--- config.mk ---
export PLATFORM = sky130hd
export DESIGN_NAME = positQuireTop
export DESIGN_NICKNAME = d
export VERILOG_FILES = /design/src/verilog/positPkg.sv /design/src/verilog/quirePkg.sv /design/src/verilog/positDecompose.sv /design/src/verilog/positToQuire.sv /design/src/verilog/quireAccumulator.sv /design/src/verilog/reqAckCtrl.sv /design/src/verilog/positQuireTop.sv
export SDC_FILE = /design/constraint.sdc
export NUM_CORES = 2
export LEC_CHECK = 0
export ABC_AREA = 0
export BUFFER_PORTS_ARGS = -buffer_cell sky130_fd_sc_hd__buf_2
export CORE_ASPECT_RATIO = 1.5
export CORE_MARGIN = 3
export CORE_UTILIZATION = 65
export DETAILED_ROUTE_END_ITERATION = 12
export GPL_ROUTABILITY_DRIVEN = 0
export PLACE_DENSITY = 0.84
export SLEW_MARGIN = 10
export SYNTH_ARGS = -nofsm -noshare
export SYNTH_HDL_FRONTEND = slang
export SYNTH_HIERARCHICAL = 1
export SYNTH_SLANG_ARGS = --single-unit
export TNS_END_PERCENT = 50
--- constraint.sdc ---
create_clock -name clk -period 17.25 [get_ports clk]
set_clock_uncertainty 0.2 [all_clocks]
set_input_delay 1.725 -clock clk [delete_from_list [all_inputs] [get_ports clk]]
set_output_delay 1.725 -clock clk [all_outputs]
set_load 0.01 [all_outputs]
--- src/verilog/positPkg.sv ---
// Posit number format constants and the field widths derived from them

package positPkg;

  // ==========================================================
  // Format
  // ==========================================================

  // Total posit width in bits
  localparam int PSTWID = 16;

  // Number of exponent bits, so each regime step is worth 2^(2^ES)
  localparam int ES = 1;

  // ==========================================================
  // Derived field widths
  // ==========================================================

  // Regime run counter, wide enough for a run of 0 to 15 bits
  localparam int RS = 4;

  // Widest fraction field left after sign, a two bit regime and the exponent
  localparam int FRACWID = PSTWID - 4;

  // NaR is the sign bit alone with every other bit clear
  localparam logic [PSTWID-1:0] NARWORD = {1'b1, {(PSTWID - 1){1'b0}}};

endpackage

--- src/verilog/quirePkg.sv ---
// Quire fixed-point format, conversion step size, operation codes and FSM encodings

package quirePkg;

  // Quire word width, wraps modulo 2^QWID on accumulation
  localparam int QWID = 128;

  // A quire holds the value times 2^QFRAC in two's complement
  localparam int QFRAC = 56;

  // Signed scale width, covers 2 * regime + exponent with room to spare
  localparam int SCALEWID = 7;

  // Largest shift performed by the converter in one cycle
  localparam int SHIFTSTEP = 4;
  localparam int STEPWID = $clog2(SHIFTSTEP + 1);

  // Client operation codes
  localparam logic OPCLEAR = 1'b0;
  localparam logic OPACCUM = 1'b1;

  // ==========================================================
  // FSM state encodings, IDLE is shared by both machines
  // ==========================================================
  localparam logic [2:0] IDLE       = 3'd0;
  localparam logic [2:0] LOAD       = 3'd1;
  localparam logic [2:0] SHIFTLEFT  = 3'd2;
  localparam logic [2:0] SHIFTRIGHT = 3'd3;
  localparam logic [2:0] FINISH     = 3'd4;
  localparam logic [2:0] CLEARING   = 3'd1;
  localparam logic [2:0] CONVERTING = 3'd2;
  localparam logic [2:0] ACKED      = 3'd3;
  localparam logic [2:0] RELEASE    = 3'd4;

endpackage

--- src/verilog/positDecompose.sv ---
// Registered posit decoder producing sign, regime, exponent, significand, zero and NaR
`timescale 1ns/1ps

module positDecompose (
  input  logic                         clk,
  input  logic                         arstN,
  input  logic                         decStart,
  input  logic [positPkg::PSTWID-1:0]  posit,
  output logic                         sgn,
  output logic                         rgs,
  output logic [positPkg::RS-1:0]      rgm,
  output logic [positPkg::ES-1:0]      expo,
  output logic [positPkg::FRACWID:0]   sig,
  output logic                         zer,
  output logic                         inf,
  output logic                         fieldsValid
);

  logic [positPkg::PSTWID-1:0]  absP;
  logic [positPkg::PSTWID-1:0]  rest;
  logic [positPkg::RS-1:0]      runLen;
  logic                         runOpen;
  logic                         runBit;

  // ==========================================================
  // Combinational field extraction
  // ==========================================================

  // Negative posits are decoded from their two's complement
  assign absP   = posit[positPkg::PSTWID-1] ? -posit : posit;
  assign runBit = absP[positPkg::PSTWID-2];

  // Count identical bits from just below the sign until the first change
  always_comb begin
    runLen  = '0;
    runOpen = 1'b1;
    for (int i = positPkg::PSTWID - 2; i >= 0; i--) begin
      if (runOpen && (absP[i] == runBit)) begin
        runLen = runLen + 1'b1;
      end else begin
        runOpen = 1'b0;
      end
    end
  end

  // Drop sign, regime run and terminator so exponent sits at the top
  // Bits shifted past the end come back as zeros, which fills short fields
  assign rest = absP << (runLen + 2);

  // ==========================================================
  // Field registers
  // ==========================================================

  // Payload only moves on a start strobe
  always_ff @(posedge clk) begin
    if (decStart) begin
      sgn  <= posit[positPkg::PSTWID-1];
      rgs  <= runBit;
      // A run of ones of length k means regime k-1, zeros mean -k
      rgm  <= runBit ? runLen - 1'b1 : runLen;
      expo <= rest[positPkg::PSTWID-1 -: positPkg::ES];
      // Hidden one above the left-aligned fraction
      sig  <= {1'b1, rest[positPkg::PSTWID-1-positPkg::ES -: positPkg::FRACWID]};
      zer  <= (posit == '0);
      inf  <= (posit == positPkg::NARWORD);
    end
  end

  // Fields are valid exactly one cycle after the start strobe
  always_ff @(posedge clk or negedge arstN) begin
    if (!arstN) begin
      fieldsValid <= 1'b0;
    end else begin
      fieldsValid <= decStart;
    end
  end

  // The controller issues one decode per transaction
  validIsPulse: assert property (@(posedge clk) disable iff (!arstN)
    fieldsValid |=> !fieldsValid);

endmodule

--- src/verilog/positToQuire.sv ---
// Multi-cycle converter from decoded posit fields to the exact quire fixed-point value
`timescale 1ns/1ps

module positToQuire (
  input  logic                               clk,
  input  logic                               arstN,
  input  logic                               fieldsValid,
  input  logic                               sgn,
  input  logic                               rgs,
  input  logic [positPkg::RS-1:0]            rgm,
  input  logic [positPkg::ES-1:0]            expo,
  input  logic [positPkg::FRACWID:0]         sig,
  input  logic                               zer,
  input  logic                               inf,
  output logic [quirePkg::QWID-1:0]          qValue,
  output logic                               qNar,
  output logic                               convDone
);

  logic [2:0]                            state;
  logic [quirePkg::QWID-1:0]             qAcc;
  logic signed [quirePkg::SCALEWID-1:0]  remScale;
  logic                                  qSgn;

  logic signed [quirePkg::SCALEWID-1:0]  regVal;
  logic signed [quirePkg::SCALEWID-1:0]  loadScale;
  logic [quirePkg::SCALEWID-1:0]         absRem;
  logic [quirePkg::STEPWID-1:0]          stepAmt;
  logic [quirePkg::SCALEWID-1:0]         stepExt;

  // ==========================================================
  // Scale and step size
  // ==========================================================

  // Signed scale is regime * 2^ES plus the exponent
  always_comb begin
    regVal = $signed({{(quirePkg::SCALEWID - positPkg::RS){1'b0}}, rgm});
    if (!rgs) begin
      regVal = -regVal;
    end
    loadScale = (regVal <<< positPkg::ES)
              + $signed({{(quirePkg::SCALEWID - positPkg::ES){1'b0}}, expo});
  end

  // Shift by the full step or by whatever scale is left, whichever is smaller
  always_comb begin
    absRem = remScale[quirePkg::SCALEWID-1] ? -remScale : remScale;
    if (absRem > quirePkg::SHIFTSTEP) begin
      stepAmt = quirePkg::SHIFTSTEP[quirePkg::STEPWID-1:0];
    end else begin
      stepAmt = absRem[quirePkg::STEPWID-1:0];
    end
    stepExt = {{(quirePkg::SCALEWID - quirePkg::STEPWID){1'b0}}, stepAmt};
  end

  // ==========================================================
  // State machine
  // ==========================================================
  always_ff @(posedge clk or negedge arstN) begin
    if (!arstN) begin
      state <= quirePkg::IDLE;
    end else begin
      case (state)
        quirePkg::LOAD: begin
          // Zero and NaR carry no magnitude, so they skip shifting
          if (zer || inf) begin
            state <= quirePkg::FINISH;
          end else if (loadScale > 0) begin
            state <= quirePkg::SHIFTLEFT;
          end else if (loadScale < 0) begin
            state <= quirePkg::SHIFTRIGHT;
          end else begin
            state <= quirePkg::FINISH;
          end
        end
        quirePkg::SHIFTLEFT, quirePkg::SHIFTRIGHT: begin
          // Last step consumes the remainder
          if (absRem <= quirePkg::SHIFTSTEP) begin
            state <= quirePkg::FINISH;
          end
        end
        quirePkg::FINISH: state <= quirePkg::IDLE;
        default: ;
      endcase
      // New fields abort any conversion in flight
      if (fieldsValid) begin
        state <= quirePkg::LOAD;
      end
    end
  end

  // Magnitude datapath
  always_ff @(posedge clk) begin
    case (state)
      quirePkg::LOAD: begin
        qSgn     <= sgn;
        qNar     <= inf;
        remScale <= loadScale;
        // Hidden bit lands on quire bit QFRAC, the binary point of the quire
        if (zer || inf) begin
          qAcc <= '0;
        end else begin
          qAcc <= {{(quirePkg::QWID - positPkg::FRACWID - 1){1'b0}}, sig}
                  << (quirePkg::QFRAC - positPkg::FRACWID);
        end
      end
      quirePkg::SHIFTLEFT: begin
        qAcc     <= qAcc << stepAmt;
        remScale <= remScale - stepExt;
      end
      quirePkg::SHIFTRIGHT: begin
        qAcc     <= qAcc >> stepAmt;
        remScale <= remScale + stepExt;
      end
      default: ;
    endcase
  end

  // Sign is applied in the finish cycle, while convDone is high
  assign qValue   = qSgn ? -qAcc : qAcc;
  assign convDone = (state == quirePkg::FINISH);

  // The controller never starts a decode while a result is being delivered
  doneNotWithLoad: assert property (@(posedge clk) disable iff (!arstN)
    !(convDone && fieldsValid));

  // Shifting stops exactly at zero and never overshoots into the other sign
  leftKeepsSign: assert property (@(posedge clk) disable iff (!arstN)
    (state == quirePkg::SHIFTLEFT) |-> (remScale > 0));
  rightKeepsSign: assert property (@(posedge clk) disable iff (!arstN)
    (state == quirePkg::SHIFTRIGHT) |-> (remScale < 0));

endmodule

--- src/verilog/quireAccumulator.sv ---
// Running quire register with clear, modular add and a sticky NaR flag
`timescale 1ns/1ps

module quireAccumulator (
  input  logic                        clk,
  input  logic                        arstN,
  input  logic                        accClear,
  input  logic                        convDone,
  input  logic [quirePkg::QWID-1:0]   qValue,
  input  logic                        qNar,
  output logic [quirePkg::QWID-1:0]   quire,
  output logic                        nar
);

  // ==========================================================
  // Accumulator register
  // ==========================================================

  // Updates land on the edge that samples the strobe, so the controller
  // can raise ack in the following cycle with a settled sum
  always_ff @(posedge clk or negedge arstN) begin
    if (!arstN) begin
      quire <= '0;
      nar   <= 1'b0;
    end else if (accClear) begin
      // Clear restarts both the sum and the NaR history
      quire <= '0;
      nar   <= 1'b0;
    end else if (convDone) begin
      if (qNar) begin
        // NaR poisons the result but the sum itself is kept
        nar <= 1'b1;
      end else begin
        // No overflow detection, the sum simply wraps
        quire <= quire + qValue;
      end
    end
  end

  // The controller only ever has one of the two operations in flight
  clearNotWithAdd: assert property (@(posedge clk) disable iff (!arstN)
    !(accClear && convDone));

endmodule

--- src/verilog/reqAckCtrl.sv ---
// Four-phase req/ack controller sequencing decode, conversion and accumulation
`timescale 1ns/1ps

module reqAckCtrl (
  input  logic  clk,
  input  logic  arstN,
  input  logic  req,
  input  logic  op,
  output logic  ack,
  output logic  decStart,
  output logic  accClear,
  input  logic  convDone
);

  logic [2:0] state;

  // ==========================================================
  // Handshake FSM
  // ==========================================================
  always_ff @(posedge clk or negedge arstN) begin
    if (!arstN) begin
      state    <= quirePkg::IDLE;
      ack      <= 1'b0;
      decStart <= 1'b0;
      accClear <= 1'b0;
    end else begin
      // Strobes are single-cycle unless set below
      decStart <= 1'b0;
      accClear <= 1'b0;
      case (state)
        quirePkg::IDLE: begin
          // Only a fresh request is looked at, with ack already low
          if (req) begin
            unique case (op)
              quirePkg::OPCLEAR: begin
                accClear <= 1'b1;
                state    <= quirePkg::CLEARING;
              end
              quirePkg::OPACCUM: begin
                decStart <= 1'b1;
                state    <= quirePkg::CONVERTING;
              end
            endcase
          end
        end
        quirePkg::CLEARING: begin
          // Accumulator clears on this edge, ack is high two cycles after req was taken
          ack   <= 1'b1;
          state <= quirePkg::ACKED;
        end
        quirePkg::CONVERTING: begin
          // Sum is updated on the same edge, so ack follows convDone by one cycle
          if (convDone) begin
            ack   <= 1'b1;
            state <= quirePkg::ACKED;
          end
        end
        quirePkg::ACKED: begin
          // Client stalls by holding req, nothing moves meanwhile
          if (!req) begin
            ack   <= 1'b0;
            state <= quirePkg::RELEASE;
          end
        end
        quirePkg::RELEASE: state <= quirePkg::IDLE;
        default: state <= quirePkg::IDLE;
      endcase
    end
  end

  // Ack is an answer to a request that is still being held
  ackNeedsReq: assert property (@(posedge clk) disable iff (!arstN)
    $rose(ack) |-> (req && $past(req)));

endmodule

--- src/verilog/positQuireTop.sv ---
// Posit to quire accumulate unit with a four-phase req/ack client interface
`timescale 1ns/1ps

module positQuireTop (
  input  logic                         clk,
  input  logic                         arstN,
  input  logic                         req,
  input  logic                         op,
  input  logic [positPkg::PSTWID-1:0]  posit,
  output logic                         ack,
  output logic [quirePkg::QWID-1:0]    quire,
  output logic                         nar
);

  // Controller strobes
  logic                          decStart;
  logic                          accClear;

  // Decoded posit fields
  logic                          sgn;
  logic                          rgs;
  logic [positPkg::RS-1:0]       rgm;
  logic [positPkg::ES-1:0]       expo;
  logic [positPkg::FRACWID:0]    sig;
  logic                          zer;
  logic                          inf;
  logic                          fieldsValid;

  // Converted value for the accumulator
  logic [quirePkg::QWID-1:0]     qValue;
  logic                          qNar;
  logic                          convDone;

  // ==========================================================
  // Datapath chain: control, decode, convert, accumulate
  // ==========================================================
  reqAckCtrl i_reqAckCtrl (
    .clk(clk), .arstN(arstN), .req(req), .op(op), .ack(ack),
    .decStart(decStart), .accClear(accClear), .convDone(convDone)
  );

  positDecompose i_positDecompose (
    .clk(clk), .arstN(arstN), .decStart(decStart), .posit(posit),
    .sgn(sgn), .rgs(rgs), .rgm(rgm), .expo(expo), .sig(sig),
    .zer(zer), .inf(inf), .fieldsValid(fieldsValid)
  );

  positToQuire i_positToQuire (
    .clk(clk), .arstN(arstN), .fieldsValid(fieldsValid),
    .sgn(sgn), .rgs(rgs), .rgm(rgm), .expo(expo), .sig(sig),
    .zer(zer), .inf(inf),
    .qValue(qValue), .qNar(qNar), .convDone(convDone)
  );

  quireAccumulator i_quireAccumulator (
    .clk(clk), .arstN(arstN), .accClear(accClear), .convDone(convDone),
    .qValue(qValue), .qNar(qNar), .quire(quire), .nar(nar)
  );

endmodule

; Word level (Yosys, flattened, before mapping)
; Index checks and enable logic that the tools add are counted.
[classes]
n_reduce_logical = 27
n_bitwise = 1
n_mux = 62
n_lt_le_gt_ge = 4
add_sub_neg = 23
shifts = 3
n_eq_ne = 27
[op_table]
columns = op, count
row1 = two-way mux 128 bit, 4
row2 = one-hot mux 128 bit (3 select lines), 1
row3 = adder 128 bit, 1
row4 = negator 128 bit, 1
row5 = << shifter 128 x 3 -> 128 bit, 1
row6 = right shift 128 x 3 -> 128 bit, 1
row7 = two-way mux 57 bit, 1
row8 = two-way mux 4 bit, 14
row9 = adder 4 x 1 -> 4 bit (second input constant), 12
row10 = << shifter 16 x 32 -> 16 bit, 1
row11 = two-way mux 3 bit, 9
row12 = two-way mux 1 bit, 24
row13 = one-hot mux 7 bit (3 select lines), 1
row14 = == test 16 bit (second input constant), 1
row15 = zero test 16 bit, 1
row16 = two-way mux 16 bit, 1
row17 = negator 16 bit, 1
row18 = == test 1 bit, 14
row19 = logical AND 1 bit, 13
row20 = == test 3 x 2 -> 1 bit (second input constant), 4
row21 = one-hot mux 3 bit (4 select lines), 1
row22 = one-hot mux 3 bit (3 select lines), 1
row23 = != test 2 bit (second input constant), 4
row24 = adder 7 x 2 -> 7 bit, 1
row25 = other kinds (28), 34
[totals]
register_bits = 297
in_bits = 20
elab_cells = 166
output_inout_bits = 130

; Depth between registers and ports, before layout
[depth]
ltp_word = 32
mapped_depth = 40
ltp_nobuf = 35

; Modules after synthesis
; Netlist, hierarchy kept.
[modules_own_cells]
columns = module, cells_each, seq_area_each_um2, n_inst, area_per_inst_um2
row1 = positToQuire, 1915, 4189.0, 1, 16718.5
row2 = quireAccumulator, 1719, 3228.1, 1, 12949.9
row3 = positDecompose, 366, 655.6, 1, 3134.3
row4 = reqAckCtrl, 23, 150.1, 1, 270.3

; Worst setup path after synthesis
; Ideal clock, no wire load.
[synth_timing]
path_type = input port to flip-flop
startpoint = in posit[0] (netlist bit)
endpoint = reg i_positDecompose/sig[11] (netlist bit), data pin
stages = 38
setup_slack_ns = 7.447
setup_ns = 0.259
required_ns = 16.791
n_path_buf = 4
t_arrival_ns = 9.344
path_cell_list = clkbuf_1 > inv_1 > ha_1 > or3b_1 > or4_1 > o211a_1 > buf_6 > inv_2 > and4_1 > nor2_1 > o21ai_2 > ha_1 > o21a_1 > ha_1 > o21ba_2 > o31ai_1 > inv_1 > mux2_2 > [... 2 more ...] > mux2_2 > nor2_1 > nor2_1 > nor2_1 > ha_1 > or2_2 > a211o_1 > a21o_1 > a31oi_1 > a21oi_4 > inv_2 > buf_2 > ha_1 > inv_1 > clkbuf_1 > mux2i_1 > a21oi_1 > or2_1
[synth_between]
elab_chain_len = 32
word_cells_on_any_way = 71
cone_classes = add/sub (15) / eq/ne (14) / shift (1) / mux (28) / reduce/logical (13)
[synth_lines]
columns = element, line_no
row1 = "start, declared", positQuireTop.sv:9  ; input logic [positPkg::PSTWID-1:0] posit,
row2 = negator 16 bit, positDecompose.sv:30  ; assign absP = posit[positPkg::PSTWID-1] ? -posit : posit;
row3 = two-way mux 16 bit (*), positDecompose.sv:30
row4 = == test 1 bit, positDecompose.sv:38  ; if (runOpen && (absP[i] == runBit)) begin
row5 = two-way mux 2 bit or two-way mux 1 bit (tied branches), positDecompose.sv:38
row6 = adder 2 x 1 -> 3 bit or logical AND 1 bit (tied branches), "positDecompose.sv:39, positDecompose.sv:38"
row7 = two-way mux 4 bit or two-way mux 1 bit (tied branches), positDecompose.sv:38
row8 = adder 4 x 1 -> 4 bit or logical AND 1 bit (tied branches), "positDecompose.sv:39, positDecompose.sv:38"
row9 = two-way mux 4 bit or two-way mux 1 bit (tied branches), positDecompose.sv:38
row10 = [... 16 more ...], -
row11 = adder 4 x 1 -> 4 bit or logical AND 1 bit (tied branches), "positDecompose.sv:39, positDecompose.sv:38"
row12 = two-way mux 4 bit or two-way mux 1 bit (tied branches), positDecompose.sv:38
row13 = adder 4 x 1 -> 4 bit or logical AND 1 bit (tied branches), "positDecompose.sv:39, positDecompose.sv:38"
row14 = two-way mux 4 bit or two-way mux 1 bit (tied branches), positDecompose.sv:38
row15 = adder 4 x 1 -> 4 bit or logical AND 1 bit (tied branches), "positDecompose.sv:39, positDecompose.sv:38"
row16 = two-way mux 4 bit, positDecompose.sv:38
row17 = adder 4 x 2 -> 5 bit, positDecompose.sv:48  ; assign rest = absP << (runLen + 2);
row18 = << shifter 16 x 32 -> 16 bit (*), positDecompose.sv:48
row19 = "end signal, assigned", positDecompose.sv:63  ; sig <= {1'b1, rest[positPkg::PSTWID-1-positPkg::ES -: positPkg::FRACWID]};
row20 = "end, declared", positDecompose.sv:13  ; output logic [positPkg::FRACWID:0] sig,
; Every way passes the cells marked *; elsewhere a longest branch is shown, timed or not.
; A chain may end at the register's enable or synchronous reset.

; Worst setup path in the final report
[layout_timing]
startpoint = in posit[0] (netlist bit)
endpoint = reg i_positDecompose/sig[10] (netlist bit), data pin
; The elaborated chain is that of the path after synthesis.

==> results.sh <==
export IMPL_io_pin_count=150
export IMPL_floorplan_initialDensity=0.662
export IMPL_syn_nets=4195
export IMPL_max_freq_mhz=88.5
export IMPL_p_int_mw=3.78
export IMPL_switching_share=0.548
export IMPL_drc=0
export IMPL_clk_pin_slew_ps=60
export IMPL_avgViaCountPerCell=7.19
export IMPL_min_period_over_period=0.655
export IMPL_core_area_mm2=0.0499
export IMPL_synth_commonest_cells="497 x nand2_1, 451 x mux2i_1, 296 x o21ai_0, 237 x a21oi_1, 229 x nor2_1"
export IMPL_hold_viol_final=0
export IMPL_synth_most_common_cell="nand2_1"
export IMPL_grt_overflow=0
export IMPL_slew_violations=0
export IMPL_yosysWarnings=6
export IMPL_drt_iter0_markers=3594
export IMPL_p_switching_mw=4.59
export IMPL_p_per_area_mw_per_mm2=241
export IMPL_vias=33086
export IMPL_pwr_share_clk=0.093
export IMPL_ff2ff_setup_slack_ps=9100
export IMPL_numClockSinks=297
export IMPL_syn_area_mm2=0.0331
export IMPL_syn2layout_area_growth_pct=4.99
export IMPL_final_min_clock_period_ps=11300
export IMPL_synthArstFlopShare=0.468
export IMPL_cts_htree_levels=2
export IMPL_rsz0062_at_grt="no"
export IMPL_hold_buffers=0
export IMPL_met2_usage=0.632
export IMPL_grt_pass1_vias=31385
export IMPL_r2r_start="i_positToQuire/qAcc[68]$_SDFFCE_PP0P_"
export IMPL_die_w_um=190
export IMPL_die_y_um=282
export IMPL_crit_slowest_cell="o211a_1"
export IMPL_finalSetupViolations=0
export IMPL_cp_max_fo=25
export IMPL_arrival_ps=11350
export IMPL_rr_worst_depth=19
export IMPL_setup_ws_ps=5950
export IMPL_synth_largest_area_cell="edfxtp_1"
export IMPL_postCtsSetupBuffers=0
export IMPL_grt_pass1_wl_mm=167
export IMPL_synth_area_leaders="edfxtp_1 14%, mux2i_1 14%, dfrtp_1 11%"
export IMPL_portBuffers=149
export IMPL_grt_max_degree=150
export IMPL_syn_inst=4023
export IMPL_dpl_worst_slack_ps=5600
export IMPL_synth_seq_cells=297
export IMPL_synth_edff_count=158
export IMPL_core_rowCount=100
export IMPL_critical_path_class="input port to flop"
export IMPL_grt_use_total=0.378
export IMPL_drive_above_1_share=0.0868
export IMPL_hold_end="i_positToQuire/qNar$_DFFE_PP_"
export IMPL_power_frac_comb=0.708
export IMPL_wl_per_cell_um=22.9
export IMPL_drt_total_wl_mm=106
export IMPL_worstSetupStartpointType="input port"
export IMPL_status="finished clean"
export IMPL_end_kind="flop"
export IMPL_antenna_found_initial=1
export IMPL_hold_path_depth=0
export IMPL_avgSynthCellArea_um2=8.22
export IMPL_ys_types=120
export IMPL_cts_buffers=35
export IMPL_required_ps=17300
export IMPL_grtUsageMet3=0.0563
export IMPL_synth_top_flop_cell="edfxtp_1"
export IMPL_fin_nets=4085
export IMPL_cts_buffer_depth=3
export IMPL_crit_path_frequent_cell="ha_1"
export IMPL_hp_class="flop to flop"
export IMPL_dieArea_mm2=0.0537
export IMPL_cap_violations=0
export IMPL_cts_resized=0
export IMPL_slew_headroom=0.195
export IMPL_yosysSeqAreaShare=0.249
export IMPL_slowest_delay_ps=650
export IMPL_tightest_slew_ps=1200
export IMPL_ant_nets=0
export IMPL_top_usage_layer="met2"
export IMPL_finalSetupTns_ps=0
export IMPL_grt_use_met1=0.465
export IMPL_hpwl_mm=76.0
export IMPL_clk_latency_ps=540
export IMPL_pwr_share_seq=0.199
export IMPL_cts_tree="done"
export IMPL_fin_util=0.696
export IMPL_worst_hold_startpoint="i_positDecompose/inf$_DFFE_PP_"
export IMPL_clock_root_buffer="clkbuf_16"
export IMPL_synth_top_area_frac=0.143
export IMPL_total_leakage_power_nw=14.9
export IMPL_reg2reg_to="i_quireAccumulator/quire[124]$_DFFE_PN0P_"
export IMPL_max_vdd_ir_drop_v=0.000140
export IMPL_first_pass_iters=6
-- critical path: cells and delay by family --
kind | cells | cell delay (ps)
compound gates | 11 | 3180
simple gates | 10 | 2300
fa+ha+maj | 6 | 1890
buf+inv | 5 | 1140
mux | 3 | 1090
-- placed cells by master (no fill, tap or decap), types with 71 or more instances in the layout --
| master | count |
|---|---|
| nor2_1 | 225 |
| nand3_1 | 71 |
| o21ai_0 | 296 |
| a21o_1 | 85 |
| nand4_1 | 79 |
| buf_2 | 148 |
| xnor2_1 | 211 |
| mux2i_1 | 451 |
| edfxtp_1 | 158 |
| a21oi_1 | 236 |
| dfrtp_1 | 139 |
| nand2_1 | 497 |
| a22oi_1 | 156 |
| ha_1 | 150 |
| inv_1 | 79 |
-- how the worst max path moves through the flow --
stage	start	end	slack, ps	depth (start not counted)
floorplan	posit[0]	i_positDecompose/sig[11]$_SDFFCE_PP0P_	7450	38
global route	posit[0]	i_positDecompose/sig[10]$_SDFFCE_PP0P_	5470	35
CTS	posit[0]	i_positDecompose/sig[10]$_SDFFCE_PP0P_	6130	35
global placement	posit[0]	i_positDecompose/sig[10]$_SDFFCE_PP0P_	5980	35
finish	posit[0]	i_positDecompose/sig[10]$_SDFFCE_PP0P_	5950	35
detailed placement	posit[0]	i_positDecompose/sig[10]$_SDFFCE_PP0P_	5600	35
-- metrics by stage --
stage               std cells  total power, mW  area [um2]  hold slack [ps]
floorplan                4023             5.94       33100              200
global placement         4539             7.22       33500              251
detailed placement       4539             7.33       33500              275
CTS                      4602             8.16       34700              280
global route             4602             8.90       34700              296
finish                   4603             8.36       34700              280
-- per-layer routing --
| layer | share of wire | vias to the layer above |
|---|---|---|
| met5 | 0 | - |
| met4 | 0.070 | 0 |
| met3 | 0.10 | 506 |
| met2 | 0.47 | 2154 |
| met1 | 0.36 | 15549 |
| li1 | - | 14877 |
-- area by class of cell --
cell class              instances  area [um2]
fillers                      4014       15200
well taps                     663         830
clock buffers                  45         997
clock inverters                18         175
inverters                      84         325
diodes                          1        2.50
multi-input cells            3313       23200
flip-flops and latches        297        8220
repair buffers                182        1010
-- state kept, by name, summed over array words and instances (netlist names), 3 cells and up --
register	flops
i_positToQuire/qAcc	128
i_positToQuire/state	3
i_quireAccumulator/quire	128
i_positDecompose/rgm	4
i_positDecompose/sig	12
i_positToQuire/remScale	7
i_reqAckCtrl/state	3
-- power by group through the flow --
| stage | clock [mW] | combinational, mW | sequential [mW] |
|---|---|---|---|
| 2_1_floorplan | 0 | 4.54 | 1.39 |
| 3_3_place_gp | 0 | 5.59 | 1.63 |
| 3_5_place_dp | 0 | 5.69 | 1.64 |
| 4_1_cts | 0.786 | 5.75 | 1.63 |
| 5_1_grt | 0.812 | 6.40 | 1.68 |
| 6_report | 0.780 | 5.92 | 1.67 |
-- logic make-up (layout without fill, tap and decap cells) --
| kind of cell | after synthesis | in the layout | synth area share |
|---|---|---|---|
| AO/OA/AOI/OAI | 1231 | 1231 | 0.250 |
| multiplexers | 474 | 474 | 0.145 |
| other | 1 | 2 | 0.000113 |
| adder cells (fa/ha/maj) | 152 | 152 | 0.0580 |
| buffers and inverters | 413 | 329 | 0.0538 |
| AND/OR/NAND/NOR | 1185 | 1185 | 0.172 |
| XOR/XNOR | 270 | 270 | 0.0721 |
| flip-flops | 297 | 297 | 0.249 |
No activity file was read; power rests on OpenSTA's default activity.
